===== src/rtl/debounce.sv =====
`default_nettype none

module debounce #(
  parameter int DEBOUNCE_CYCLES = 270000
) (
  input  logic clock,
  input  logic reset,
  input  logic noisy,
  output logic clean
);

  localparam int COUNT_WIDTH = $clog2(DEBOUNCE_CYCLES + 1);

  logic [COUNT_WIDTH-1:0] count;
  // last sampled level of the noisy input
  logic last;

  always_ff @(posedge clock) begin
    if (reset) begin
      count <= '0;
      last  <= noisy;
      clean <= noisy;
    end else if (noisy != last) begin
      // input moved, start the stability window again
      last  <= noisy;
      count <= '0;
    end else if (count == COUNT_WIDTH'(DEBOUNCE_CYCLES)) begin
      // held long enough, pass it on
      clean <= last;
    end else begin
      count <= count + 1'b1;
    end
  end

  // the clean level only ever moves when a full window has elapsed
  clean_on_window_end: assert property (@(posedge clock) disable iff (reset)
    $changed(clean) |-> $past(reset) || ($past(count) == COUNT_WIDTH'(DEBOUNCE_CYCLES)));

endmodule

`default_nettype wire


===== config.mk =====
export PLATFORM = sky130hd
export DESIGN_NAME = debounce
export DESIGN_NICKNAME = d
export VERILOG_FILES = /design/src/rtl/debounce.sv
export SDC_FILE = /design/constraint.sdc
export NUM_CORES = 1
export LEC_CHECK = 0
export BUFFER_PORTS_ARGS = -buffer_cell sky130_fd_sc_hd__buf_2
export CAP_MARGIN = 15
export CORE_MARGIN = 8
export CORE_UTILIZATION = 25
export DETAILED_ROUTE_END_ITERATION = 10
export PLACE_DENSITY = 0.44
export SLEW_MARGIN = 20
export SYNTH_ARGS = -nofsm -noshare
export SYNTH_HDL_FRONTEND = slang
export SYNTH_SLANG_ARGS = --single-unit

===== constraint.sdc =====
create_clock -name clock -period 2.37 [get_ports clock]
set_clock_uncertainty 0.2 [all_clocks]
set_input_delay 0.474 -clock clock [delete_from_list [all_inputs] [get_ports clock]]
set_output_delay 0.474 -clock clock [all_outputs]
set_load 0.01 [all_outputs]

---- Yosys cells after proc, flatten, opt, wreduce, memory -nomap -nowiden ----
Cells that the tools add are included.
word-level totals
  register bits ........................... 21
  bits in latches ......................... 0
  RAM bits ................................ 0
  bits in read-only memories .............. 0
  input bits .............................. 3
  output and inout port bits .............. 1
  logic and storage cells ................. 16
  memories ................................ 0
operators by class
  add/sub/neg operators ................... 1
  multiply operators ...................... 0
  divide/modulo/power cells ............... 0
  magnitude comparators ................... 0
  equality and inequality tests ........... 3
  shifts and indexed selects .............. 0
  multiplexer cells ....................... 5
  bitwise gates (word level) .............. 0
  reduce and logical (&&, ||, !) cells .... 4
operators by type and width
  kind                   count
  $add 19x1->19 const B  1
  $eq 19x19->1 const B   1
  $mux 1                 5
  $reduce_bool 2->1      2
  $ne 2x2->1 const B     1
  $reduce_and 2->1       1
  $reduce_or 2->1        1
  $ne 1x1->1             1

---- Logic depth before layout (Yosys ltp) ----
  depth after elaboration ................. 4
  mapped depth ............................ 6

---- Worst setup path before layout ----
OpenSTA, ideal clock, no wires.
  kind .................................... reg2reg
  start ................................... reg count[6]
  end ..................................... reg clean (enable)
  setup time .............................. 0.320 ns
  data arrival time ....................... 1.430 ns
  data required time ...................... 1.850 ns
  setup slack ............................. 0.420 ns
  cell stages (with the launch flop) ...... 4
  path buffers ............................ 0
  period minus slack after synthesis ...... 1.950 ns
  cell sequence ........................... dfxtp_1 > or4b_1 > or3_4 > o31ai_1
between the ends
  longest elaborated chain between the ends .. 3
RTL lines
  item                         RTL line  source
  start: declaration           14        logic [COUNT_WIDTH-1:0] count;
  start signal: assignment     31        count <= count + 1'b1;
  $eq 19x19->1                 27        end else if (count == COUNT_WIDTH'(DEBOUNCE_CYCLES)) begin
  $reduce_bool 2->1 (no line)  -
  $reduce_and 2->1 (no line)   -
  end signal: assignment       22        clean <= noisy;
  end signal: assignment       29        clean <= last;
  end: declaration             9         output logic clean
No other way between the ends.
A chain may end at the register's enable or synchronous reset.

---- Worst setup path after layout ----
Same ends and word-level chain as after synthesis.

==> results.cfg <==
[run_status]
outcome = finished, final reports clean

[global_route]
grtUsageTotal = 0.0675
grt_pass1_wl_um = 3480
antenna_found_initial = 0
grt-ovfl-total = 0
grt_max_degree = 12
grt_pass1_vias = 730

[power_and_ir_drop]
powerDensity_nw_per_um2 = 552
swShare = 0.228
p_int_uw = 499
switching_power_uw = 147
p_clk_frac = 0.369
p_comb_frac = 0.059
p_leak_nw = 0.346
power.share.sequential = 0.572
vdd_drop_max_mv = 0.360

[synthesis]
synth_flop_cell = dfxtp_1
synth_area_leaders = dfxtp_1, xnor2_1, edfxtp_1
synth_top_cell_by_area = dfxtp_1
synth.most_common_cell = dfxtp_1
synth_seq_area_share = 0.431
syn_nets = 118
syn-cell-area_um2 = 1020
synth_top_area_frac = 0.373
async_reset_ff_frac = 0
synth_edf_count = 2
postSynthAreaPerCell_um2 = 9.04
yosys-top-cells-count = dfxtp_1, nor2_1, nand2_1, xnor2_1, inv_1
synthCells = 113
ys_ff_latch = 21
ys_types = 31
ys_warn_count = 0

[place]
finalWeightedCongestion = 0.772
hpwl_um = 1510
place_ws_ns = 0.358
io_buffers = 3

[drt]
drc_errors = 0
vias_per_cell = 4.50
drtIter0Drc = 50
num_vias = 779
drtAntennaViolNets = 0
wl_per_cell_um = 11.8
routed_wl_um = 2040
dr.pass1.iters = 4

[floorplan]
rows = 23
die_y_um = 79.9
io_pins = 4
core_area_um2 = 3970
start_util = 0.257
die_w_um = 79.9
die_area_um2 = 6380

[setup_path]
start_kind = register
path_class = reg2reg
required_ns = 2.13
reg2reg_to = clean$_DFFE_PP_
crit_fanout = 5
rr_worst_depth = 3
cp.arrival_ns = 1.77
r2r_start = count[6]$_SDFFE_PP0P_
critical_path.endpoint_type = register
r2r_setup_slack_ns = 0.35

[sta]
layout_setup_ws_ns = 0.352
final_max_slew_viol_count = 0
final_hold_viol_count = 0
finalCritPeriodShare = 0.852
worst_pin_slew_ns = 0.379
setup_violations = 0
min_period_ns = 2.02
fin_tns_setup_ns = 0
hold_slack_ns = 0.227
rsz0062_at_grt = no
relSlewSlack = 0.744
fmax_mhz = 495

[finish]
area.growth.synth_to_final_pct = 14.6
drive_gt1_frac = 0.130
diodes = 0
nNetsFinal = 129

[clock_network]
cts_sinks = 21
numCtsBuffers = 3
clkLatencyLatePin_ns = 0.26
holdBufCountCts = 0
clock_tree.buffer_depth = 2
cts_tree = done
root_buffer = clkbuf_8
cts_resized = 0
h-tree-depth = 1
path_clk_slew_ns = 0.08
cts_setup_buffers = 0

[worst_hold_path]
hold_path_end = last$_DFFE_PP_
hold_path.class = in2reg
whs_path_depth = 1
min_from = noisy

[flow_run]
max-cap-violations = 0
## placed cells by master (no fill, tap or decap), drive strengths merged, types with 2 or more instances in the layout
cell type and instances:
xnor2 8, nand2 8, nor3 3, mux2i 2, ha 2, nand4 5
nor2 12, xor2 2, o21ai 6, nor4b 2, buf 7, a21oi 6
nand3 5, nor4 5, dfxtp 19, clkbuf 4, or3 8, inv 7
edfxtp 2
## power by group through the flow
stage	combinational (mW)	clock (mW)	sequential [mW]
2_1_floorplan	0.0222	0	0.378
3_3_place_gp	0.0383	0	0.378
3_5_place_dp	0.0375	0	0.378
4_1_cts	0.0381	0.245	0.370
5_1_grt	0.0423	0.259	0.371
6_report	0.0381	0.238	0.370
## worst max-delay path, cell delays in order, from the launching register on
cell and delay (ns):
dfxtp_1 0.37, or4b_1 0.52, or3_4 0.37, o31ai_1 0.26
## worst max-delay path by stage
stage | from | to | cells after the start
finish | count[6]$_SDFFE_PP0P_ | clean$_DFFE_PP_ | 3
global route | count[6]$_SDFFE_PP0P_ | clean$_DFFE_PP_ | 3
CTS | count[6]$_SDFFE_PP0P_ | clean$_DFFE_PP_ | 3
detailed placement | count[6]$_SDFFE_PP0P_ | clean$_DFFE_PP_ | 3
global placement | count[6]$_SDFFE_PP0P_ | clean$_DFFE_PP_ | 3
floorplan | count[6]$_SDFFE_PP0P_ | clean$_DFFE_PP_ | 3
## routing by layer
| layer | vias to the layer above | global-route usage | share of wire |
|---|---|---|---|
| met5 | - | 0 | 0 |
| met4 | 0 | 0 | 0 |
| met3 | 0 | 0.0304 | 0.030 |
| met2 | 6 | 0.0946 | 0.39 |
| met1 | 344 | 0.0965 | 0.58 |
| li1 | 429 | - | - |
## layout make-up
class,count,area (um^2)
Multi-Input combinational cell,83,547
Tap cell,50,62.6
Clock buffer,4,45.0
Inverter,8,30.0
Fill cell,428,2800
Timing Repair Buffer,7,45.0
Sequential cell,21,440
## per-stage QoR
stage / power, mW / utilization / cells / cell area (um^2)
after floorplan: 0.400 / - / 113 / 1020
after global placement: 0.416 / 0.283 / 169 / 1120
after detailed placement: 0.416 / 0.283 / 169 / 1120
after CTS: 0.653 / 0.295 / 173 / 1170
after global routing: 0.672 / 0.295 / 173 / 1170
final: 0.646 / 0.295 / 173 / 1170
## logic make-up (layout without fill, tap and decap cells)
group	Yosys count	in the layout	synth area share
xor+xnor	10	10	0.0858
compound gates	17	17	0.101
simple gates	51	51	0.294
fa+ha+maj	2	2	0.0245
buf+inv	9	19	0.0331
flops	21	21	0.431
mux	3	3	0.0306
## sequential cells by signal, summed over array words and instances (netlist names)
register and cells:
last 1, count 19, clean 1
Note: power is estimated with default switching activity, not from simulation.
