===== config.mk =====
export PLATFORM = sky130hd
export DESIGN_NAME = record_playback
export DESIGN_NICKNAME = d
export VERILOG_FILES = /design/src/rtl/audio_pkg.sv /design/src/rtl/record_playback.sv
export SDC_FILE = /design/constraint.sdc
export NUM_CORES = 1
export LEC_CHECK = 0
export ABC_AREA = 1
export BUFFER_PORTS_ARGS = -buffer_cell sky130_fd_sc_hd__buf_2
export CAP_MARGIN = 0
export CORE_ASPECT_RATIO = 0.6
export CORE_MARGIN = 2
export CORE_UTILIZATION = 40
export CTS_CLUSTER_DIAMETER = 60
export DETAILED_ROUTE_END_ITERATION = 8
export GPL_TIMING_DRIVEN = 0
export MAX_ROUTING_LAYER = met4
export PLACE_DENSITY = 0.66
export RECOVER_POWER = 25
export SKIP_LAST_GASP = 1
export SYNTH_ARGS = -nofsm -noshare
export SYNTH_HDL_FRONTEND = slang
export SYNTH_SLANG_ARGS = --single-unit

===== constraint.sdc =====
create_clock -name clock -period 3.3 [get_ports clock]
set_input_delay 0.165 -clock clock [delete_from_list [all_inputs] [get_ports clock]]
set_output_delay 0.165 -clock clock [all_outputs]
set_load 0.01 [all_outputs]

===== src/rtl/audio_pkg.sv =====
`default_nettype none

////////////////////////////////////////////////////////////////////////////
// sample path widths, types and filter constants
////////////////////////////////////////////////////////////////////////////

package audio_pkg;

  // 8-bit signed pcm samples to and from the codec
  parameter int SAMPLE_WIDTH = 8;
  typedef logic signed [SAMPLE_WIDTH-1:0] sample_t;

  // fir coefficients are scaled by 1024, so the product grows to 18 bits
  parameter int COEFF_WIDTH = 10;
  parameter int PRODUCT_WIDTH = SAMPLE_WIDTH + COEFF_WIDTH;
  typedef logic signed [COEFF_WIDTH-1:0] coeff_t;
  typedef logic signed [PRODUCT_WIDTH-1:0] fir_acc_t;

  // 31 taps, history ring of 32 entries addressed by 5 bits
  parameter int FIR_TAPS = 31;
  parameter int FIR_RING_DEPTH = 32;
  parameter int FIR_INDEX_WIDTH = $clog2(FIR_RING_DEPTH);

  // low pass with cutoff at 1/8 of nyquist, round(fir1(30, .125) * 1024)
  parameter coeff_t FIR_COEFFS [FIR_TAPS] = '{
    -1, -1, -3, -5, -6, -7, -5, 0, 10, 26, 46, 69, 91, 110, 123,
    128,
    123, 110, 91, 69, 46, 26, 10, 0, -5, -7, -6, -5, -3, -1, -1
  };

  // filter result back to 8 bits: /1024 when recording,
  // /128 on zero-stuffed playback to make up the lost gain of 8
  parameter int REC_FILTER_SHIFT = 10;
  parameter int PLAY_FILTER_SHIFT = 7;

  // strobes per stored sample
  parameter int DECIMATION = 8;

  // headphone volume, 0 is quietest
  parameter int VOLUME_WIDTH = 5;
  parameter logic [VOLUME_WIDTH-1:0] VOLUME_RESET = 5'd8;

endpackage

`default_nettype wire

===== src/rtl/record_playback.sv =====
`default_nettype none

////////////////////////////////////////////////////////////////////////////
// record: decimate by 8 into memory
// playback: loop over the recording, hold or zero-stuff each sample
////////////////////////////////////////////////////////////////////////////

module record_playback import audio_pkg::*; #(
  parameter int ADDR_WIDTH = 16
) (
  input  logic                  clock,
  input  logic                  reset,
  input  logic                  sample_strobe,
  input  logic                  playback,
  input  logic                  filter_en,
  input  sample_t               mic_sample,
  input  fir_acc_t              fir_y,
  input  sample_t               mem_read_data,
  output sample_t               fir_x,
  output logic                  mem_write_en,
  output logic [ADDR_WIDTH-1:0] mem_address,
  output sample_t               mem_write_data,
  output sample_t               speaker_sample
);

  localparam int PHASE_WIDTH = $clog2(DECIMATION);

  // position within the current group of 8 strobes
  logic [PHASE_WIDTH-1:0] phase;
  logic [ADDR_WIDTH-1:0] address;
  // one past the last recorded address, msb set once the memory is full
  logic [ADDR_WIDTH:0] end_marker;
  logic [ADDR_WIDTH:0] next_address;
  // mode seen on the previous clock
  logic play_mode;
  logic mode_entry;
  logic rec_strobe;
  logic play_strobe;
  logic mem_full;
  logic phase_zero;
  sample_t rec_filtered;
  sample_t play_filtered;

  assign mode_entry   = playback != play_mode;
  // a strobe landing on a mode change is spent on the entry
  assign rec_strobe   = sample_strobe & ~mode_entry & ~playback;
  assign play_strobe  = sample_strobe & ~mode_entry & playback;
  assign mem_full     = end_marker[ADDR_WIDTH];
  assign phase_zero   = phase == '0;
  assign next_address = {1'b0, address} + 1'b1;

  // scale the 18-bit filter result back to a sample
  assign rec_filtered  = fir_y[REC_FILTER_SHIFT +: SAMPLE_WIDTH];
  assign play_filtered = fir_y[PLAY_FILTER_SHIFT +: SAMPLE_WIDTH];

  // memory port
  assign mem_address    = address;
  assign mem_write_en   = rec_strobe & phase_zero & ~mem_full;
  assign mem_write_data = filter_en ? rec_filtered : mic_sample;

  // filter feed: live mic when recording, zero-stuffed memory on playback
  always_comb begin
    if (!filter_en)
      fir_x = '0;
    else if (!playback)
      fir_x = mic_sample;
    else
      fir_x = phase_zero ? mem_read_data : '0;
  end

  always_ff @(posedge clock) begin
    if (reset) begin
      play_mode      <= 1'b0;
      phase          <= '0;
      address        <= '0;
      end_marker     <= '0;
      speaker_sample <= '0;
    end else begin
      play_mode <= playback;
      if (mode_entry) begin
        phase   <= '0;
        address <= '0;
        // a new recording starts empty
        if (!playback)
          end_marker <= '0;
      end else if (sample_strobe) begin
        phase <= (phase == PHASE_WIDTH'(DECIMATION - 1)) ? '0 : phase + 1'b1;
      end

      if (rec_strobe) begin
        // monitor the mic while recording
        speaker_sample <= mic_sample;
        if (mem_write_en) begin
          address    <= next_address[ADDR_WIDTH-1:0];
          end_marker <= next_address;
        end
      end

      if (play_strobe) begin
        if (filter_en)
          speaker_sample <= play_filtered;
        else if (phase_zero)
          // held for the following 7 strobes
          speaker_sample <= mem_read_data;
        if (phase_zero)
          address <= (next_address >= end_marker) ? '0 : next_address[ADDR_WIDTH-1:0];
      end
    end
  end

endmodule

`default_nettype wire


Yosys cells after proc, flatten, opt, wreduce, memory -nomap -nowiden:

Index checks and enable logic that the tools add are counted.
Widths: inputs -> output; s select.

* eq/ne operators: 2
* bitwise gates (word level): 8
* add/sub/neg operators: 2
* reductions and logical operators: 2
* magnitude comparators: 1
* mux-type cells: 19

Operators by type and width (count)
* $mux 16: 6
* $mux 17: 4
* $mux 8: 8
* $add 16x1->17 const B: 1
* $ge 17x17->1: 1
* $and 1x1->1: 5
* $add 3x1->3 const B: 1
* $eq 3x3->1 const B: 1
* $logic_not 3->1: 1
* $mux 3: 1
* $not 1->1: 3
* $reduce_or 2->1: 1
* $ne 1x1->1: 1

* output and inout port bits: 41
* input port bits: 39
* flip-flop bits (word level): 45

Longest topological paths before layout:

* word-level depth: 10
* mapped depth: 17
* mapped depth without buffers: 16

Least setup slack after synthesis:

OpenSTA, ideal clock, no wires.

* path type: reg2reg
* start: register address[0] (netlist: mem_address[0])
* end: register address[10] (netlist: mem_address[10])
* path buffers: 1
* setup time: 0.070 ns
* slack: 0.786 ns
* stages on the path, launching flop included: 16
* period minus slack after synthesis: 2.514 ns
* required time: 3.230 ns
* arrival time: 2.444 ns
* cell sequence: dfxtp_1 > ha_1 > nand2_2 > nor2_8 > nand3_1 > nand3b_1 > nor3_1 > ha_1 > nand2_1 > nor2_1 > inv_1 > a21oi_1 > nor2_2 > buf_2 > nand4_1 > a21oi_1

* cells in the longest elaborated chain, start to end: 5
* elaborated cells between the ends (all ways): 7

Ends and longest elaborated chain
* from (decl): line record_playback.sv:30 `logic [ADDR_WIDTH-1:0] address;`
* from (signal assigned): line record_playback.sv:94 `address <= next_address[ADDR_WIDTH-1:0];`
* from (signal assigned): line record_playback.sv:106 `address <= (next_address >= end_marker) ? '0 : next_address[ADDR_WIDTH-1:0];`
* $add 16x1->17 (*): line record_playback.sv:50 `assign next_address = {1'b0, address} + 1'b1;`
* $ge 17x17->1 or $mux 16 (tied branches): line record_playback.sv:106, record_playback.sv:93
* $mux 16 (on tied branches): line record_playback.sv:106, record_playback.sv:90
* $mux 16: line record_playback.sv:105 `if (phase_zero)`
* $mux 16 (*): line record_playback.sv:99 `if (play_strobe) begin`

Every way passes the cells marked *; elsewhere a longest branch is shown, timed or not.
A chain may end at the register's enable or synchronous reset.

Final worst setup path:

* start: register address[0] (netlist: mem_address[0])
* end: register address[1] (netlist: mem_address[1])

Same word-level chain as after synthesis.

==> impl_metrics.env <==
export IMPL_status="complete, no violations"
export IMPL_portBuffers=70
export IMPL_row_count=25
export IMPL_core_area_mm2=0.008008
export IMPL_period_share_pct=93.21
export IMPL_final_nets=668
export IMPL_htreeDepth=2
export IMPL_postCtsSetupRepairBufs=0
export IMPL_layout_common_cells="nand2_1 (133), inv_1 (60), a21oi_1 (57)"
export IMPL_final_common_cell="nand2_1"
export IMPL_ios=80
export IMPL_clock_latency_ps=300
export IMPL_required_ps=3530
export IMPL_start_util_pct=41.87
export IMPL_dpl_cell_area_mm2=0.003839
export IMPL_final_util_pct=49.78
export IMPL_cts_hold_buf=0
export IMPL_drcViolationCount=0
export IMPL_yosysUniqueCellTypes=34
export IMPL_slew_viol_final=0
export IMPL_place_hpwl_um=8362
export IMPL_hold_ws_ps=172.3
export IMPL_syn_inst=531
export IMPL_cts_max_path_buffers=2
export IMPL_fin_crit_ps=3076
export IMPL_finalSetupTns_ps=0
export IMPL_fmax_mhz=325.1
export IMPL_cp_slowest_cell="dfxtp_1"
export IMPL_cts_tree="built"
export IMPL_path_class="reg2reg"
export IMPL_cp_arrival_ps=3300
export IMPL_finalSetupViolCount=0
export IMPL_syn_num_nets=591
export IMPL_avgSynthCellArea_um2=6.315
export IMPL_antenna_found_initial=0
export IMPL_peakVddDrop_v=0.0001974
export IMPL_cts_buffers=5
export IMPL_cts_resized=0
export IMPL_track_usage_pct=25.70
export IMPL_grt_max_degree=14
export IMPL_vias_per_cell=5.444
export IMPL_cts_sinks=45
export IMPL_relSlewSlack_pct=59.95
export IMPL_critPathMaxFanout=10
export IMPL_grt_pass1_vias=3451
export IMPL_hp_class="in2reg"
export IMPL_ys_seq_area_share_pct=26.87
export IMPL_clock_skew_ps=10.17
export IMPL_grt_pass1_wl_um=17520
export IMPL_area_growth_pct=18.88
export IMPL_critPathMaxStageDelay_ps=460
export IMPL_die_w_um=122.2
export IMPL_path_clk_slew_ps=60
export IMPL_max_cap_viol_count=0
export IMPL_dieArea_mm2=0.009155
export IMPL_pwr_density_cell_mw_per_mm2=386.3
export IMPL_drtAntennaViolNets=0
export IMPL_cts_root_buf="clkbuf_16"
export IMPL_rsz0062_at_grt="false"
export IMPL_path_cells="ha_1, nand2_2, nor2_8, nand3_1, nand3b_1, nor3_1, ha_1, nand2_1, nor2_1, inv_1, a21oi_1, nor2_2, buf_2, nand4_1, a21oi_1"
export IMPL_ys_warn_count=0
export IMPL_layout_drive_gt1_share_pct=16.26
export IMPL_p_leak_nw=1.814
export IMPL_power_mw=1.540
export IMPL_gr_total_overflow=0
export IMPL_wl_per_cell_um=14.87
export IMPL_worstMarginPinSlew_ps=600.7
export IMPL_hold_viol_final=0
export IMPL_chipHeight_um=74.92
export IMPL_synth_area_mm2=0.003353
export IMPL_num_antenna_cells=0
export IMPL_cp_start_kind="register"
export IMPL_first_iter_violations=409
export IMPL_end_kind="register"
export IMPL_totalWireLength_um=10660
export IMPL_drt_pass1_iterations=6
export IMPL_r2r_slack_ps=220
export IMPL_post_route_cell_area_mm2=0.003986
export IMPL_ys_seq_elements=45
export IMPL_vias=3903
export IMPL_gp_congestion=0.9326
-- registers in the layout (all words and copies together) (netlist names) --
signal          count
phase               3
end_marker         17
mem_address        16
play_mode           1
speaker_sample      8
-- synthesized netlist by cell type, drive strengths merged --
cell,n,area (um^2)
a21oi,57,285.3
nand4,19,118.9
o21bai,1,7.510
inv,66,247.7
nand2,140,553.0
clkinv,4,16.26
o21ai,38,197.7
nor3,5,36.29
nand3,54,292.8
a22oi,1,7.510
clkbuf,12,45.04
a31oi,2,12.51
nand3b,1,7.510
a21o,1,7.510
dfxtp,45,900.9
xor2,2,17.52
nor2,47,230.2
buf,12,83.83
o211ai,3,22.52
ha,21,262.8
-- power breakdown --
| part | leakage [nW] | internal (mW) | switching [mW] |
|---|---|---|---|
| combinational | 1.36 | 0.113 | 0.249 |
| clock | 0.0841 | 0.379 | 0.218 |
| sequential | 0.365 | 0.562 | 0.0185 |
-- worst max-delay path: cells and delay by family (launching register included) --
| kind | cells | cell delay, ps |
|---|---|---|
| fa+ha+maj | 2 | 510 |
| simple gates | 9 | 1420 |
| compound gates | 2 | 200 |
| flops | 1 | 460 |
| buf+inv | 2 | 400 |
-- layer usage --
metal | GRT usage (%) | vias up | wire [um]
li1 | - | 1906 | -
met4 | 5.619 | 0 | 113
met3 | 4.621 | 12 | 1187
met5 | - | - | 0
met1 | 38.31 | 1777 | 5208
met2 | 35.68 | 208 | 4150
-- final cells by class --
| type | instances | area [um^2] |
|---|---|---|
| clock buffers | 7 | 142.6 |
| fillers | 834 | 4021 |
| plain buffers | 24 | 128.9 |
| well taps | 108 | 135.1 |
| multi-input cells | 392 | 2059 |
| repair buffers | 70 | 325.3 |
| clock inverters | 1 | 30.03 |
| inverters | 70 | 264.0 |
| flip-flops and latches | 45 | 900.9 |
-- cell families (layout without fill, tap and decap cells) --
group	Yosys count	count (layout)	share of synthesized area, %
flip-flops	45	45	26.87
XOR/XNOR	2	2	0.5225
adder cells (fa/ha/maj)	21	21	7.836
AND/OR/NAND/NOR	266	266	36.94
AO/OA/AOI/OAI	103	103	16.12
buffers and inverters	94	172	11.72
-- worst paths after layout --
| path | startpoint | to | cells past startpoint |
|---|---|---|---|
| setup / recovery | mem_address[0] | mem_address[1] | 15 |
| hold reg to reg | end_marker[1] | end_marker[1] | 2 |
| setup reg to reg | mem_address[0] | mem_address[1] | 15 |
| hold / removal | fir_y[7] | speaker_sample[0] | 3 |
-- through the flow --
| step | instances | setup slack [ps] |
|---|---|---|
| 5_1_grt | 717 | 7.071 |
| 2_1_floorplan | 531 | 786.4 |
| 3_5_place_dp | 709 | 332.3 |
| 4_1_cts | 717 | 299.5 |
| 3_3_place_gp | 709 | 369.3 |
| 6_report | 717 | 224.2 |
(Power assumes the default switching activity.)
