### config.mk
export PLATFORM = sky130hd
export DESIGN_NAME = volume_control
export DESIGN_NICKNAME = d
export VERILOG_FILES = /design/src/rtl/audio_pkg.sv /design/src/rtl/volume_control.sv /design/src/rtl/debounce.sv
export SDC_FILE = /design/constraint.sdc
export NUM_CORES = 1
export LEC_CHECK = 0
export ABC_AREA = 1
export BUFFER_PORTS_ARGS = -buffer_cell sky130_fd_sc_hd__buf_4
export CAP_MARGIN = 20
export CELL_PAD_IN_SITES_DETAIL_PLACEMENT = 2
export CELL_PAD_IN_SITES_GLOBAL_PLACEMENT = 2
export CORE_ASPECT_RATIO = 1.4
export CORE_MARGIN = 1
export CORE_UTILIZATION = 36
export CTS_CLUSTER_SIZE = 12
export DETAILED_ROUTE_END_ITERATION = 8
export PLACE_DENSITY = 0.78
export SYNTH_ARGS = -nofsm -noshare
export SYNTH_HDL_FRONTEND = slang
export SYNTH_SLANG_ARGS = --single-unit
### constraint.sdc
create_clock -name clock -period 2.19 [get_ports clock]
set_input_delay 0.219 -clock clock [delete_from_list [all_inputs] [get_ports clock]]
set_output_delay 0.219 -clock clock [all_outputs]
set_load 0.05 [all_outputs]
### src/rtl/audio_pkg.sv
`default_nettype none

////////////////////////////////////////////////////////////////////////////
// sample path widths, types and filter constants
////////////////////////////////////////////////////////////////////////////

package audio_pkg;

  // 8-bit signed pcm samples to and from the codec
  parameter int SAMPLE_WIDTH = 8;
  typedef logic signed [SAMPLE_WIDTH-1:0] sample_t;

  // fir coefficients are scaled by 1024, so the product grows to 18 bits
  parameter int COEFF_WIDTH = 10;
  parameter int PRODUCT_WIDTH = SAMPLE_WIDTH + COEFF_WIDTH;
  typedef logic signed [COEFF_WIDTH-1:0] coeff_t;
  typedef logic signed [PRODUCT_WIDTH-1:0] fir_acc_t;

  // 31 taps, history ring of 32 entries addressed by 5 bits
  parameter int FIR_TAPS = 31;
  parameter int FIR_RING_DEPTH = 32;
  parameter int FIR_INDEX_WIDTH = $clog2(FIR_RING_DEPTH);

  // low pass with cutoff at 1/8 of nyquist, round(fir1(30, .125) * 1024)
  parameter coeff_t FIR_COEFFS [FIR_TAPS] = '{
    -1, -1, -3, -5, -6, -7, -5, 0, 10, 26, 46, 69, 91, 110, 123,
    128,
    123, 110, 91, 69, 46, 26, 10, 0, -5, -7, -6, -5, -3, -1, -1
  };

  // filter result back to 8 bits: /1024 when recording,
  // /128 on zero-stuffed playback to make up the lost gain of 8
  parameter int REC_FILTER_SHIFT = 10;
  parameter int PLAY_FILTER_SHIFT = 7;

  // strobes per stored sample
  parameter int DECIMATION = 8;

  // headphone volume, 0 is quietest
  parameter int VOLUME_WIDTH = 5;
  parameter logic [VOLUME_WIDTH-1:0] VOLUME_RESET = 5'd8;

endpackage

`default_nettype wire
### src/rtl/volume_control.sv
`default_nettype none

module volume_control import audio_pkg::*; #(
  parameter int DEBOUNCE_CYCLES = 270000
) (
  input  logic                    clock,
  input  logic                    reset,
  input  logic                    button_up,
  input  logic                    button_down,
  output logic [VOLUME_WIDTH-1:0] volume
);

  logic up_clean;
  logic down_clean;
  // clean levels one clock back, for edge detection
  logic up_prev;
  logic down_prev;
  logic up_rise;
  logic down_rise;

  debounce #(.DEBOUNCE_CYCLES(DEBOUNCE_CYCLES)) u_up_debounce (
    .clock (clock),
    .reset (reset),
    .noisy (button_up),
    .clean (up_clean)
  );

  debounce #(.DEBOUNCE_CYCLES(DEBOUNCE_CYCLES)) u_down_debounce (
    .clock (clock),
    .reset (reset),
    .noisy (button_down),
    .clean (down_clean)
  );

  assign up_rise   = up_clean & ~up_prev;
  assign down_rise = down_clean & ~down_prev;

  always_ff @(posedge clock) begin
    // track the clean levels in reset too, a held button is no press
    up_prev   <= up_clean;
    down_prev <= down_clean;
    if (reset) begin
      volume <= VOLUME_RESET;
    end else if (down_rise) begin
      // down has priority when both rise together
      if (volume != '0)
        volume <= volume - 1'b1;
    end else if (up_rise) begin
      if (volume != '1)
        volume <= volume + 1'b1;
    end
  end

  // single steps only, whatever the buttons do
  volume_single_step: assert property (@(posedge clock) disable iff (reset)
    (volume != $past(volume)) |->
      (volume == $past(volume) + 1'b1) || (volume == $past(volume) - 1'b1));

endmodule

`default_nettype wire

### src/rtl/debounce.sv
`default_nettype none

module debounce #(
  parameter int DEBOUNCE_CYCLES = 270000
) (
  input  logic clock,
  input  logic reset,
  input  logic noisy,
  output logic clean
);

  localparam int COUNT_WIDTH = $clog2(DEBOUNCE_CYCLES + 1);

  logic [COUNT_WIDTH-1:0] count;
  // last sampled level of the noisy input
  logic last;

  always_ff @(posedge clock) begin
    if (reset) begin
      count <= '0;
      last  <= noisy;
      clean <= noisy;
    end else if (noisy != last) begin
      // input moved, start the stability window again
      last  <= noisy;
      count <= '0;
    end else if (count == COUNT_WIDTH'(DEBOUNCE_CYCLES)) begin
      // held long enough, pass it on
      clean <= last;
    end else begin
      count <= count + 1'b1;
    end
  end

  // the clean level only ever moves when a full window has elapsed
  clean_on_window_end: assert property (@(posedge clock) disable iff (reset)
    $changed(clean) |-> $past(reset) || ($past(count) == COUNT_WIDTH'(DEBOUNCE_CYCLES)));

endmodule

`default_nettype wire

### After elaboration in Yosys (flattened, before gate mapping)

Index checks and enable logic that the tools add are counted.
Widths: inputs -> output; s select.

| word-level totals | value |
|---|---|
| flip-flop bits (word level) | 49 |
| input bits | 4 |
| output and inout port bits | 5 |
| word-level logic and storage cells | 51 |

| operators by class | value |
|---|---|
| bitwise gates (word level) | 4 |
| reductions and logical operators | 12 |
| multiplexer cells | 14 |
| equality and inequality tests | 8 |
| $add $sub $neg | 4 |

Operators with widths:

| kind | number |
|---|---|
| $add 19x1->19 const B | 2 |
| $eq 19x19->1 const B | 2 |
| $mux 5 | 4 |
| $reduce_bool 2->1 | 6 |
| $mux 1 | 10 |
| $add 5x1->5 const B | 1 |
| $ne 5x5->1 const B | 1 |
| $reduce_bool 5->1 | 1 |
| $sub 5x1->5 const B | 1 |
| $ne 2x2->1 const B | 2 |
| $reduce_and 2->1 | 2 |
| $reduce_or 2->1 | 2 |
| $reduce_and 3->1 | 1 |
| $and 1x1->1 | 2 |
| $ne 1x1->1 | 2 |
| $ne 2x1->1 const B | 1 |
| $not 1->1 | 2 |

### Longest topological paths before layout

| depth | value |
|---|---|
| depth in word-level cells | 4 |
| gate-level depth with buffers | 14 |
| depth with buffers taken out | 14 |

### Cells and area by module

From an unflattened synthesis, not the netlist that was laid out.

| second synthesis, totals | value |
|---|---|
| cell total of the unflattened synthesis | 414 |
| area, all modules | 2763.9 um2 |

By module, submodules not included:

| module | area an instance (um2) | sequential area each (um2) | times used | cells an instance |
|---|---|---|---|---|
| debounce | 1156.1 | 440.4 | 2 | 172 |
| volume_control | 451.7 | 140.1 | 1 | 70 |

### Worst setup path before layout

Ideal clock, no wire load.

| path | value |
|---|---|
| path kind | register to register |
| from | register volume[1] |
| to | register volume[4] |
| period minus slack after synthesis | 1757 ps |
| path slack | 433 ps |
| required time | 2055 ps |
| setup time | 135 ps |
| arrival time | 1622 ps |
| stages on the path, launching flop included | 13 |
| buffers on the path | 0 |
| cell sequence | dfxtp_1 -> nand3_1 -> nand2_1 -> inv_1 -> ha_1 -> inv_1 -> nand2_1 -> nand3_1 -> nand2_1 -> nand3_1 -> nand2_1 -> nand2_1 -> a21oi_1 |

| on the way | value |
|---|---|
| longest elaborated chain between the ends | 4 |
| elaborated cells on any way between the ends | 11 |
| classes of those cells | add/sub (2); eq/ne (2); mux (4); reduce/logical (3) |

Ends and longest elaborated chain:

| item | line | text |
|---|---|---|
| from (decl) | volume_control.sv:10 | `output logic [VOLUME_WIDTH-1:0] volume` |
| from (signal assigned) | volume_control.sv:47 | `volume <= volume - 1'b1;` |
| from (signal assigned) | volume_control.sv:50 | `volume <= volume + 1'b1;` |
| $add 5x1->5 | volume_control.sv:50 |  |
| $mux 5 | volume_control.sv:49 | `if (volume != '1)` |
| $mux 5 | volume_control.sv:48 | `end else if (up_rise) begin` |
| $mux 5 | volume_control.sv:44 | `end else if (down_rise) begin` |

Parallel ways exist; a longest one is shown, timed or not. The select of a mux whose other input is x is not followed.
A chain may end at the register's enable or synchronous reset.

### Final worst setup path

| path | value |
|---|---|
| from | register u_down_debounce.clean |
| to | register volume[4] |

| on the way | value |
|---|---|
| longest elaborated chain between the ends | 3 |
| elaborated cells on any way between the ends | 6 |
| classes of those cells | eq/ne (1); mux (1); bitwise (1); reduce/logical (3) |

Ends and longest elaborated chain:

| item | line | text |
|---|---|---|
| from (decl) | debounce.sv:9 | `output logic clean` |
| from (signal assigned) | debounce.sv:22 | `clean <= noisy;` |
| from (signal assigned) | debounce.sv:29 | `clean <= last;` |
| $and 1x1->1 (*) | volume_control.sv:36 | `assign down_rise = down_clean & ~down_prev;` |
| $ne 2x1->1 (no source line) or $reduce_bool 2->1 (tied branches) | -- |  |
| $reduce_and 3->1 (no source line) | -- |  |

Every way passes the cells marked *; elsewhere a longest branch is shown, timed or not.

==> flow_summary.toml <==
[floorplanning]
rows = 36
chipHeight_um = 103
io_pins = 9
die_w_um = 74.4
dieArea_sq_um = 7680
core_area_sq_um = 7030
start_util_pct = 37.6

[cts]
cts_hold_buf = 0
post_cts_buffers = 0
clkSinkCount = 49
cts_buffers = 5
cts_tree = "done"
cts_root_buf = "clkbuf_8"
clockBufferDepth = 2
worstSkewPairLatency_ns = 0.31
path_clk_slew_ns = 0.09
h-tree-depth = 2
ctsResizeCount = 0

[timing]
setup_tns_ns = 0
setup_viol = 0
whs_ns = 0.108
tightest_slew_ns = 0.423
skew_ns = 0.00629
rsz0062_at_grt = "false"
finalHoldViolations = 0
max_freq_mhz = 579
min_period_over_period_pct = 78.9
drv_slew = 0
period_minus_slack_ns = 1.73
maxSlewHeadroom_pct = 71.8
layout_setup_ws_ns = 0.462

[cells_and_area]
final_cells = 476
antenna_cells = 0
syn_to_final_growth_pct = 10.6
num-fill-cells = 882
multi_input_area_sq_um = 1390
drive_gt1_share_pct = 12.9
final_nets = 390
final_cell_area_sq_um = 2920
regArea_sq_um = 1020

[power]
clkPwrFrac_pct = 35.0
p_sw_uw = 524
switching_share_pct = 28.0
cellPowerDensity_nw_per_um2 = 642
comb_power_share_pct = 13.4
p_leak_nw = 1.14
p_int_mw = 1.35
peakVddDrop_mv = 0.329
power_frac_seq_pct = 51.6

[synthesis]
netlist_area_sq_um = 2640
syn_nets = 377
yosys_warnings = 0
synth.distinct_cells = 30
synthCells = 367
syn_area_per_cell_sq_um = 7.19
synth-seq-cells = 49
synth-seq-area-share_pct = 38.7

[critical_path]
cp-end-kind = "flip-flop"
worstReg2RegStart = "u_down_debounce.clean"
reg2regPathDepth = 10
cp-start-kind = "flip-flop"
critPathArrivalTime_ns = 1.94
required_ns = 2.40
path_max_fanout = 5
worst_r2r_endpoint = "volume[4]"
rrSetupSlack_ns = 0.46
crit_type = "reg2reg"

[global_route]
antenna_found_initial = 0
gr-total-overflow = 0
grt_usage_pct = 20.6
grt_pass1_vias = 2660
grt_pass1_wl_um = 12100
grt_max_degree = 16

[placement]
io_buffers = 8
hpwl_um = 5690
place_ws_ns = 0.452
dpl.cell_count = 468
placed_area_sq_um = 2810
gp_congestion = 0.760

[run_status]
outcome = "complete, no violations"

[routing]
drt_iter0_markers = 70
vias = 2431
ant_nets = 0
post_drt_wl_per_cell_um = 14.9
drt_wl_total_um = 7080
viasPerCell = 5.11
drc = 0
firstDrtPassIters = 4

[hold_path]
min-delay-path-class = "in2reg"
holdPathEnd = "u_down_debounce.last"
worstHoldPathCells = 1
hold_start = "button_down"

[flow_run]
cap_violations = 0
[power by group through the flow]
stage | clock [mW] | sequential (mW) | combinational [mW]
floorplan | 0 | 1.02 | 0.142
global placement | 0 | 0.985 | 0.248
detailed placement | 0 | 0.987 | 0.257
CTS | 0.676 | 0.967 | 0.259
global route | 0.704 | 0.972 | 0.284
finish | 0.656 | 0.966 | 0.252
[per-layer routing]
metal | global-route usage (%) | share of wire [%]
met3 | 2.42 | 1.2
met2 | 40.9 | 56
met5 | 0 | 0
met4 | 8.42 | 2.3
met1 | 21.2 | 41
[synth_stat cells, drive strengths merged]
cell | n | share of area [%]
xor2 | 6 | 2.0
nor3 | 16 | 4.6
o21a | 1 | 0.28
buf | 2 | 0.38
nand3b | 2 | 0.57
nand2 | 80 | 12
edfxtp | 4 | 4.5
o21ai | 24 | 4.5
ha | 6 | 2.8
inv | 57 | 8.1
or2 | 1 | 0.24
nand3 | 26 | 5.1
nor2 | 49 | 9.5
a21oi | 30 | 5.7
a31oi | 1 | 0.24
nand4 | 12 | 3.3
dfxtp | 45 | 34
xnor2 | 4 | 1.3
clkbuf | 1 | 0.14
[state kept, by name (all words and copies together) (netlist names)]
register / cells
u_down_debounce.last: 1
u_down_debounce.clean: 1
u_up_debounce.count: 19
u_up_debounce.clean: 1
u_down_debounce.count: 19
volume: 5
down_prev: 1
u_up_debounce.last: 1
up_prev: 1
[worst max-delay path: stages, from the launching register on]
cell and delay, ns:
edfxtp_1 0.43, nand2_1 0.19, inv_1 0.09, ha_1 0.33, inv_1 0.07, o21ai_0 0.20
inv_1 0.07, nand3_1 0.08, nand2_1 0.05, nand2_1 0.05, a21oi_1 0.06
[cell usage in the layout, fill, tap and decap left out, types with 2 or more instances in the layout]
cell type  instances
nand3b_1           2
nor2_1            38
nand2_2            5
inv_2              6
a21oi_1           30
nor2_4             5
inv_1             51
ha_1               6
xnor2_1            4
o21ai_1            4
nand4_2            2
nor2_2             5
nand3_1           25
xor2_1             6
buf_4              9
clkbuf_8           5
o21ai_0           20
dfxtp_1           45
edfxtp_1           4
nor3_1            10
nand2_4            2
nor3_2             4
nand2_1           73
nand4_1           10
nor3_4             2
[cell type report]
cell class / instances / area share (%)
sequential: 49 / 35.0
multi-input combinational: 258 / 47.6
clock buffer: 6 / 2.49
clock inverter: 2 / 1.20
tap: 95 / 4.07
timing repair buffer: 9 / 2.31
inverter: 57 / 7.33
[cell families (layout without fill, tap and decap cells)]
logic type | count (synthesis) | after routing | synth area share, %
AOI/OAI and AO/OA | 56 | 56 | 10.8
xor gates and xnor gates | 10 | 10 | 3.32
adders and majority gates | 6 | 6 | 2.84
buffers and inverters | 60 | 74 | 8.63
DFF | 49 | 49 | 38.7
and+or+nand+nor | 186 | 186 | 35.8
[worst max path at each step]
stage	from	to	slack [ns]	cells after the start
after floorplan	volume[1]	volume[4]	0.43	12
after global placement	u_down_debounce.count[0]	u_down_debounce.clean	0.49	6
after detailed placement	u_down_debounce.clean	volume[4]	0.45	10
after CTS	u_down_debounce.clean	volume[4]	0.44	10
after global routing	u_down_debounce.clean	volume[4]	0.30	10
final	u_down_debounce.clean	volume[4]	0.46	10
[per-stage QoR]
step / power (mW) / utilization (%)
CTS: 1.90 / 41.6
finish: 1.87 / 41.6
detailed placement: 1.24 / 40.0
global placement: 1.23 / 40.0
floorplan: 1.16 / -
global route: 1.96 / 41.6
(Power assumes the default switching activity.)
