<file path="src/rtl/audio_pkg.sv">
`default_nettype none

////////////////////////////////////////////////////////////////////////////
// sample path widths, types and filter constants
////////////////////////////////////////////////////////////////////////////

package audio_pkg;

  // 8-bit signed pcm samples to and from the codec
  parameter int SAMPLE_WIDTH = 8;
  typedef logic signed [SAMPLE_WIDTH-1:0] sample_t;

  // fir coefficients are scaled by 1024, so the product grows to 18 bits
  parameter int COEFF_WIDTH = 10;
  parameter int PRODUCT_WIDTH = SAMPLE_WIDTH + COEFF_WIDTH;
  typedef logic signed [COEFF_WIDTH-1:0] coeff_t;
  typedef logic signed [PRODUCT_WIDTH-1:0] fir_acc_t;

  // 31 taps, history ring of 32 entries addressed by 5 bits
  parameter int FIR_TAPS = 31;
  parameter int FIR_RING_DEPTH = 32;
  parameter int FIR_INDEX_WIDTH = $clog2(FIR_RING_DEPTH);

  // low pass with cutoff at 1/8 of nyquist, round(fir1(30, .125) * 1024)
  parameter coeff_t FIR_COEFFS [FIR_TAPS] = '{
    -1, -1, -3, -5, -6, -7, -5, 0, 10, 26, 46, 69, 91, 110, 123,
    128,
    123, 110, 91, 69, 46, 26, 10, 0, -5, -7, -6, -5, -3, -1, -1
  };

  // filter result back to 8 bits: /1024 when recording,
  // /128 on zero-stuffed playback to make up the lost gain of 8
  parameter int REC_FILTER_SHIFT = 10;
  parameter int PLAY_FILTER_SHIFT = 7;

  // strobes per stored sample
  parameter int DECIMATION = 8;

  // headphone volume, 0 is quietest
  parameter int VOLUME_WIDTH = 5;
  parameter logic [VOLUME_WIDTH-1:0] VOLUME_RESET = 5'd8;

endpackage

`default_nettype wire
</file>
<file path="src/rtl/fir_lowpass.sv">
`default_nettype none

////////////////////////////////////////////////////////////////////////////
// serial 31-tap fir, one multiply per clock after each strobe
////////////////////////////////////////////////////////////////////////////

module fir_lowpass import audio_pkg::*; (
  input  logic     clock,
  input  logic     reset,
  input  logic     sample_strobe,
  input  sample_t  x,
  output fir_acc_t y
);

  // index value once every tap is summed
  localparam logic [FIR_INDEX_WIDTH-1:0] TAPS_DONE = FIR_INDEX_WIDTH'(FIR_TAPS);

  // recent inputs, newest at ring[newest]
  sample_t ring [FIR_RING_DEPTH];
  logic [FIR_INDEX_WIDTH-1:0] newest;
  logic [FIR_INDEX_WIDTH-1:0] index;
  // ring slot paired with the current tap, wraps mod 32
  logic [FIR_INDEX_WIDTH-1:0] tap_ptr;
  coeff_t coeff;
  fir_acc_t acc;
  fir_acc_t product;

  assign tap_ptr = newest - index;
  // idle index points past the table
  assign coeff   = (index < TAPS_DONE) ? FIR_COEFFS[index] : '0;
  assign product = coeff * ring[tap_ptr];

  always_ff @(posedge clock) begin
    if (reset) begin
      // clear the history so the first results start from silence
      for (int i = 0; i < FIR_RING_DEPTH; i++)
        ring[i] <= '0;
      newest <= '0;
      index  <= TAPS_DONE;
      acc    <= '0;
      y      <= '0;
    end else if (sample_strobe) begin
      // new sample in, restart the sum
      ring[newest + 1'b1] <= x;
      newest <= newest + 1'b1;
      index  <= '0;
      acc    <= '0;
    end else if (index < TAPS_DONE) begin
      // tap k against the sample k strobes back
      acc   <= acc + product;
      index <= index + 1'b1;
    end else begin
      // sum complete, 32 clocks after the strobe
      y <= acc;
    end
  end

  // the strobe spacing must leave room for 31 taps plus the output load
  strobe_after_result: assert property (@(posedge clock) disable iff (reset)
    sample_strobe |-> (index == TAPS_DONE) && ($past(index) == TAPS_DONE));

endmodule

`default_nettype wire

</file>
<file path="config.mk">
export PLATFORM = sky130hd
export DESIGN_NAME = fir_lowpass
export DESIGN_NICKNAME = d
export VERILOG_FILES = /design/src/rtl/audio_pkg.sv /design/src/rtl/fir_lowpass.sv
export SDC_FILE = /design/constraint.sdc
export NUM_CORES = 1
export LEC_CHECK = 0
export BUFFER_PORTS_ARGS = -buffer_cell sky130_fd_sc_hd__buf_2
export CAP_MARGIN = 20
export CORE_MARGIN = 10
export CORE_UTILIZATION = 55
export CTS_CLUSTER_DIAMETER = 80
export CTS_CLUSTER_SIZE = 24
export DETAILED_ROUTE_END_ITERATION = 16
export GPL_TIMING_DRIVEN = 0
export PLACE_DENSITY = 0.76
export SYNTH_ARGS = -nofsm -noshare
export SYNTH_HDL_FRONTEND = slang
export SYNTH_SLANG_ARGS = --single-unit
</file>
<file path="constraint.sdc">
create_clock -name clock -period 7.42 [get_ports clock]
set_input_delay 0.371 -clock clock [delete_from_list [all_inputs] [get_ports clock]]
set_output_delay 0.371 -clock clock [all_outputs]
set_load 0.005 [all_outputs]
</file>
=== Word level (Yosys, flattened, before mapping) ===
Memory sizes are Yosys's and may differ from the RTL's.
Index checks and enable logic that the tools add are counted.

* $mul: 1
* Bitwise logic cells: 3
* Reductions and logical operators: 4
* Add/sub/neg operators: 4
* Muxes and demuxes: 13
* Order comparisons: 2

{| class="wikitable"
|+ Operators with widths
! operator !! count
|-
| $mux W10 || 3
|-
| $add A18 B18 Y18 || 1
|-
| $mul A10 B8 Y18 || 1
|-
| $mux W5 || 3
|-
| $add A5 B1 Y5 const B || 2
|-
| $mux W8 || 1
|-
| $reduce_or A8 Y1 || 1
|-
| $ge A6 B6 Y1 const B || 1
|-
| $mux W1 || 6
|-
| $not A5 Y6 || 1
|-
| $lt A5 B5 Y1 const B || 1
|-
| $sub A5 B5 Y5 || 1
|-
| $not A1 Y1 || 2
|-
| $reduce_and A2 Y1 || 1
|-
| $reduce_bool A2 Y1 || 1
|-
| $reduce_or A2 Y1 || 1
|}

* Output and inout bits: 18
* Register bits after elaboration: 46
* Memories kept: 2
* Bits in read-only memories: 320
* Logic and storage cells: 33
* Input bits: 11
* Bits in writable memories: 256

{| class="wikitable"
|+ Memory list
! memory !! words !! bits a word !! read ports !! clocked after memory_dff !! wr ports !! RTL line !! text
|-
| (no name shown) || 32 || 10 || 1 || 0 || 0 || fir_lowpass.sv:30 || <nowiki>assign coeff = (index < TAPS_DONE) ? FIR_COEFFS[index] : '0;</nowiki>
|-
| ring || 32 || 8 || 1 || 0 || 32 || fir_lowpass.sv:19 || <nowiki>sample_t ring [FIR_RING_DEPTH];</nowiki>
|}

=== Depth between registers and ports, before layout ===
Gate-level depths: netlist of run 1.

* Depth in word-level cells: 7
* Gate-level depth with buffers: 28
* Depth with buffers taken out: 27

=== Worst setup path before layout of run 1 ===
No wires, ideal clock.

* Kind: register to register
* Start point: register newest[0]
* End point: register acc[17]
* Path buffers: 3
* Setup slack: 0.061 ns
* Cell stages (with the launch flop): 26
* Library setup time: 0.086 ns
* Data required time: 7.334 ns
* Arrival: 7.274 ns
* Period minus slack after synthesis: 7.359 ns
* Cells stage by stage: dfxtp_1 > inv_1 > ha_1 > fa_1 > buf_6 > buf_6 > buf_1 > mux4_2 > mux4_2 > mux2_4 > and2_1 > fa_1 > fa_1 > fa_1 > inv_1 > fa_1 > inv_1 > ha_1 > ha_1 > or3_1 > a221oi_1 > nor2b_1 > a31o_2 > a21oi_1 > xnor2_1 > a211oi_1

* Word-level cells in the longest chain between the ends: 4

{| class="wikitable"
|+ Ends and longest elaborated chain
! item !! RTL line !! text
|-
| start, declared || fir_lowpass.sv:20 || <nowiki>logic [FIR_INDEX_WIDTH-1:0] newest;</nowiki>
|-
| start signal, assigned || fir_lowpass.sv:45 || <nowiki>newest <= newest + 1'b1;</nowiki>
|-
| $sub A5 B5 Y5 || fir_lowpass.sv:28 || <nowiki>assign tap_ptr = newest - index;</nowiki>
|-
| $mem_v2 Z32 W8 || - ||
|-
| $mul A10 B8 Y18 || fir_lowpass.sv:31 || <nowiki>assign product = coeff * ring[tap_ptr];</nowiki>
|-
| $add A18 B18 Y18 || fir_lowpass.sv:50 || <nowiki>acc <= acc + product;</nowiki>
|-
| end signal, assigned || fir_lowpass.sv:50 ||
|-
| end, declared || fir_lowpass.sv:25 || <nowiki>fir_acc_t acc;</nowiki>
|}

Every way passes these cells.
A chain may end at the register's enable or synchronous reset.

=== Final worst setup path of run 1 ===
Same ends and word-level chain as after synthesis.

==> results of run 1 <==
==> final cells by class <==
cell class	instances	area, µm²	share of cell area
clock inverters	6	110	0.00567
inverters	108	408	0.0210
repair buffers	60	468	0.0241
multi-input cells	911	8430	0.434
clock buffers	19	454	0.0234
flip-flops and latches	302	8620	0.444
well taps	402	503	0.0259
plain buffers	66	420	0.0217
==> worst max path at each step <==
| stage | startpoint | to | slack [ps] | cells after the start |
|---|---|---|---|---|
| floorplan | newest[0]$_SDFFE_PP0P_ | acc[17]$_SDFFE_PP0N_ | 60 | 25 |
| global placement | newest[0]$_SDFFE_PP0P_ | acc[17]$_SDFFE_PP0N_ | -1250 | 27 |
| detailed placement | newest[0]$_SDFFE_PP0P_ | acc[17]$_SDFFE_PP0N_ | -1300 | 27 |
| CTS | newest[0]$_SDFFE_PP0P_ | acc[17]$_SDFFE_PP0N_ | -40 | 27 |
| global route | newest[0]$_SDFFE_PP0P_ | acc[17]$_SDFFE_PP0N_ | -20 | 27 |
| finish | newest[0]$_SDFFE_PP0P_ | acc[17]$_SDFFE_PP0N_ | 200 | 26 |
==> metal layers <==
layer,global-route usage,vias up
met4,0.0729,0
met3,0.0442,98
met1,0.270,5498
met5,0,-
li1,-,4912
met2,0.374,452
==> state kept, by name (all words and copies together), names as in the netlist <==
| register | count |
|---|---|
| ring | 256 |
| acc | 18 |
| y | 18 |
| newest | 5 |
| index | 5 |
==> cell families (layout without fill, tap and decap cells) <==
family	after synthesis	after routing	share of synthesized area
multiplexers	95	95	0.116
AO/OA/AOI/OAI	103	103	0.0365
flip-flops	302	302	0.488
XOR/XNOR	30	30	0.0174
adder cells (fa/ha/maj)	142	142	0.136
buffers and inverters	174	259	0.0412
AND/OR/NAND/NOR	541	541	0.165
==> worst max-delay path: cells and delay by family (launching register included) <==
family                     cells  cell delay, ps
buffers and inverters          7             560
muxes                          3            1370
AOI/OAI and AO/OA              5            1080
xor gates and xnor gates       1              80
DFF                            1             370
adders and majority gates      8            3450
and+or+nand+nor                2             180
==> placed cells by master, fill, tap and decap left out, drive strengths merged, types with 38 or more instances in the layout <==
cell type  netlist  final
a21oi           49     49
and2           260    260
buf             21     77
clkbuf          45     68
dfxtp           46     46
edfxtp         256    256
fa              84     84
ha              58     58
inv            107    108
mux4            78     78
nand2           94     94
nor2            99     99
or2             38     38
==> Yosys cell counts (all sizes together) (2+ instances only) <==
| cell type | instances |
|---|---|
| and3 | 2 |
| edfxtp | 256 |
| a21o | 10 |
| o221ai | 2 |
| mux2i | 11 |
| nand3 | 3 |
| nor2 | 99 |
| o32a | 2 |
| mux4 | 78 |
| o21bai | 7 |
| ha | 58 |
| a221oi | 2 |
| or2 | 38 |
| dfxtp | 46 |
| nor3 | 3 |
| clkbuf | 45 |
| nor2b | 15 |
| or3 | 3 |
| xnor2 | 20 |
| inv | 107 |
| a211oi | 8 |
| o21a | 2 |
| buf | 21 |
| a21oi | 49 |
| and2 | 260 |
| nand2b | 20 |
| fa | 84 |
| a31oi | 2 |
| nand2 | 94 |
| mux2 | 6 |
| xor2 | 10 |
| o21ai | 10 |
==> metrics by stage <==
step                       util  hold WS [ps]  setup TNS, ps  instances
final                     0.614           173              0       1874
after global routing      0.614           187          -29.9       1874
after CTS                 0.603           157          -39.3       1853
after detailed placement  0.578           444          -9000       1816
after global placement    0.578           441          -8330       1816
after floorplan               -           432              0       1387
==> timing repair <==
action / in CTS / in global routing
setup buffers: 12 / 17
endpoints found under the setup margin: 11 / 6
resized for setup: 43 / 29
pin swaps: 3 / 7
gates cloned: 0 / 4
==> out/metrics.cfg, run 1 <==
[die]
die_y_um=199
core_mm2=0.0316
start_util=0.558
dieArea_mm2=0.0396
die_w_um=199
rows=65
io_pins=29

[status]
status=finished, final reports clean

[sta]
slew_viol_final=0
relSlewSlack=0.332
fin_skew_ps=34.5
worstMarginPinSlew_ps=996
period_share=0.972
hold_viol_final=0
fin_crit_ps=7220
fmax_ghz=0.139
setup_violations=0
setup_ws_ps=204

[routing]
top_layer_used=met4
route.met3.wl_um=3650
drtPass1Iterations=5
met2WireLength_um=21500
ant_nets=0
wirelength_met1_um=16300
post_drt_wl_per_cell_um=22.9
vias=11000
routed_via_density=5.85
first_iter_violations=957
routed_wirelength_um=42900
drc=0

[synth]
synth.area.top_cells=edfxtp_1 (44%), fa_1 (9.5%), and2_1 (9.2%)
yosys.area.top_type_share=0.436
syn_nets=1540
async_reset_ff_frac=0
synth_ff_type=edfxtp_1
avgSynthCellArea_um2=12.7
syn_inst=1387
synth_top_cell_by_area=edfxtp_1
synth-seq-area-share=0.488
synth.distinct_cells=60
ys_ff_latch=302
syn_area_mm2=0.0176
ys.warnings.count=0
synth_edf_count=256

[place]
gp_congestion=0.864
place_ws_ps=-1300
post_dp_cell_area_mm2=0.0183
dp_hpwl_um=30200
port_buffers=27

[min_path]
worstHoldStart=x[0]
holdPathStages=2
hold_class=in2reg
holdPathEnd=ring[18][0]$_SDFFCE_PN0P_

[grt]
grt_max_degree=26
track_usage=0.218
grt_overflow_total=0
grt_pass1_vias=11200
grt_pass1_wl_um=64900
antenna_found_initial=0

[worst_setup_path]
slowest_stage=fa_1
critPathKind=reg2reg
cp_max_fo=7
cpMostUsedCell=fa_1
cp.required_ps=7870
end_kind=flop
critPathLaunchType=flop
reg2reg_to=acc[17]$_SDFFE_PP0N_
rrSetupSlack_ps=200
critPathMaxStageDelay_ps=580
arrival_ps=7670
rr_startpoint=newest[0]$_SDFFE_PP0P_
r2r_cells=26

[run]
cap_violations=0

[cts]
postCtsHoldBufs=0
cts_max_path_buffers=3
cts_tree=built
clockRootBuffer=clkbuf_16
htree_levels=1
numCtsBuffers=18
insertion_delay_ps=560
cts.sinks=302
path_clk_slew_ps=90

[finish]
fillers=2382
drive_gt1_frac=0.171
diodes=0
area_growth_syn_to_layout_pct=10.0
post-route-cell-area_mm2=0.0194
nets=1620

Power of run 1 is left out: the tool's default activity adds up to more than one toggle a clock period on the data nets, which glitch-free logic cannot reach.
==> run 2: changes to the inputs <==
Settings changed: BUFFER_PORTS_ARGS -buffer_cell sky130_fd_sc_hd__buf_2 to default, DONT_BUFFER_PORTS from default to 1, PLACE_DENSITY 0.76 to 0.75.
==> out/metrics.cfg, run 2 (same netlist as run 1, synthesis figures left out) <==
[routing]
first_iter_violations=1190  ; +24%
ant_nets=0  ; unchanged
routed_via_density=5.84  ; -0.13%
routed_wirelength_um=42300  ; -1.5%
post_drt_wl_per_cell_um=22.9  ; -0.20%
drtPass1Iterations=6  ; +1
vias=10800  ; -1.4%
drc=0  ; unchanged

[place]
gp_congestion=0.909  ; +5.1%
port_buffers=0  ; -100%
dp_hpwl_um=29700  ; -1.7%

[die]
rows=65  ; unchanged
io_pins=29  ; unchanged
start_util=0.558  ; unchanged
die_w_um=199  ; unchanged
dieArea_mm2=0.0396  ; unchanged
die_y_um=199  ; unchanged
core_mm2=0.0316  ; unchanged

[cts]
insertion_delay_ps=550  ; about the same
cts.sinks=302  ; unchanged
cts_tree=built
clockRootBuffer=clkbuf_16
postCtsHoldBufs=0  ; unchanged
htree_levels=1  ; unchanged
path_clk_slew_ps=100  ; about the same
cts_max_path_buffers=3  ; unchanged
numCtsBuffers=19  ; +1

[worst_setup_path]
end_kind=flop
arrival_ps=7650  ; -20 ps
crit_path_end=acc[17]$_SDFFE_PP0N_
critPathMaxStageDelay_ps=540  ; -40 ps
cpMostUsedCell=fa_1
path_delay_family=adder cells
cp.required_ps=7860  ; about the same
critPathLaunchType=flop
reg2reg_to=acc[17]$_SDFFE_PP0N_
cp.depth=27  ; +3.8%
startpoint=newest[0]$_SDFFE_PP0P_
cp_max_fo=10  ; +3
rr_startpoint=newest[0]$_SDFFE_PP0P_
r2r_cells=27  ; +3.8%
cp_num_buf_inv=7  ; unchanged
rrSetupSlack_ps=220  ; about the same
critPathKind=reg2reg
slowest_stage=fa_1

[sta]
hold_slack_ps=16.0  ; -158 ps
hold_viol_final=0  ; unchanged
rsz0062_at_grt=yes
slew_viol_final=0  ; unchanged
relSlewSlack=0.341  ; +0.00954
fmax_ghz=0.139  ; +0.18%
setup_violations=0  ; unchanged
fin_crit_ps=7200  ; -13.1 ps
period_share=0.971  ; -0.00176
fin_skew_ps=32.6  ; -1.91 ps
worstMarginPinSlew_ps=982  ; -14.2 ps

[finish]
reg.largest.list=ring x256, acc x18, y x18
diodes=0  ; unchanged
most-common-layout-cells=and2_1 (258), edfxtp_1 (256), inv_1 (102), nor2_1 (96), nand2_1 (94)
top_register=ring
largest_reg_flops=256  ; unchanged
nets=1594  ; -1.6%
layout_commonest_cell=and2_1
drive_gt1_frac=0.155  ; -0.0158
area_growth_syn_to_layout_pct=9.04
fillers=2366  ; -0.67%

[grt]
antenna_found_initial=0  ; unchanged
grt_pass1_vias=11300  ; +0.98%
grt_pass1_wl_um=65900  ; +1.4%
grt_overflow_total=0  ; unchanged
grt_max_degree=25  ; -3.8%
track_usage=0.220  ; +0.00168

[min_path]
hold_class=in2reg

[run]
cap_violations=0  ; unchanged

[status]
status=finished, final reports clean

-- run 2: worst min path at each step --
stage / from / end / slack, ps / depth (start not counted)
detailed placement: acc[6]$_SDFFE_PP0N_ / y[6]$_SDFFE_PP0P_ / 450 / 2
CTS: x[7] / ring[1][7]$_SDFFCE_PN0P_ / 4 / 1
finish: x[6] / ring[19][6]$_SDFFCE_PN0P_ / 20 / 1
floorplan: acc[6]$_SDFFE_PP0N_ / y[6]$_SDFFE_PP0P_ / 430 / 2
global route: x[1] / ring[17][1]$_SDFFCE_PN0P_ / 10 / 1
global placement: acc[6]$_SDFFE_PP0N_ / y[6]$_SDFFE_PP0P_ / 440 / 2
-- run 2: per-layer routing --
| layer | global-route usage | vias up | routed length (µm) |
|---|---|---|---|
| met3 | 0.0380 | 88 | 3850 |
| met1 | 0.279 | 5346 | 16000 |
| met4 | 0.0664 | 0 | 1440 |
| met2 | 0.377 | 509 | 21000 |
| met5 | 0 | - | 0 |
| li1 | - | 4863 | - |
-- run 2: metrics by stage --
stage | setup WS, ps | TNS [ps] | instance area (µm²) | instances | utilization
floorplan | 60.9 | 0 | 17600 | 1387 | -
global placement | -1120 | -7210 | 18100 | 1789 | 0.574
detailed placement | -1110 | -7530 | 18100 | 1789 | 0.574
CTS | 7.99 | 0 | 19100 | 1838 | 0.602
global route | -31.4 | -31.4 | 19200 | 1850 | 0.608
finish | 217 | 0 | 19200 | 1850 | 0.608
-- run 2: cell type report --
class	instances	area (µm²)	share of cell area
tap	402	503	0.0261
sequential	302	8620	0.448
clock inverter	8	97.6	0.00507
clock buffer	20	500	0.0260
inverter	108	412	0.0214
multi-input combinational	911	8400	0.436
timing repair buffer	33	293	0.0152
buffer	66	419	0.0218
-- run 2: worst reg2reg max path, cell delays in order, from the launching register on --
cell,delay [ps]
dfxtp_4,370
inv_4,50
ha_4,150
fa_1,540
buf_12,160
buf_12,160
buf_12,190
mux4_2,330
mux2i_1,340
mux2_2,290
mux2_2,310
or2_1,160
fa_1,430
fa_1,500
inv_2,40
fa_1,490
fa_1,530
inv_2,40
fa_1,540
inv_2,40
ha_4,220
a21o_1,190
a221oi_2,340
nor2b_2,110
a31o_2,250
a21oi_2,110
xnor2_1,80
a211oi_1,180
-- run 2: timing repair --
action / 4_1_cts / 5_1_grt
endpoints found under the setup margin: 11 / 7
gates resized for setup: 40 / 27
gates cloned: 0 / 1
pin swaps: 2 / 16
setup buffers: 21 / 11
Power of run 2 is left out for the same reason.
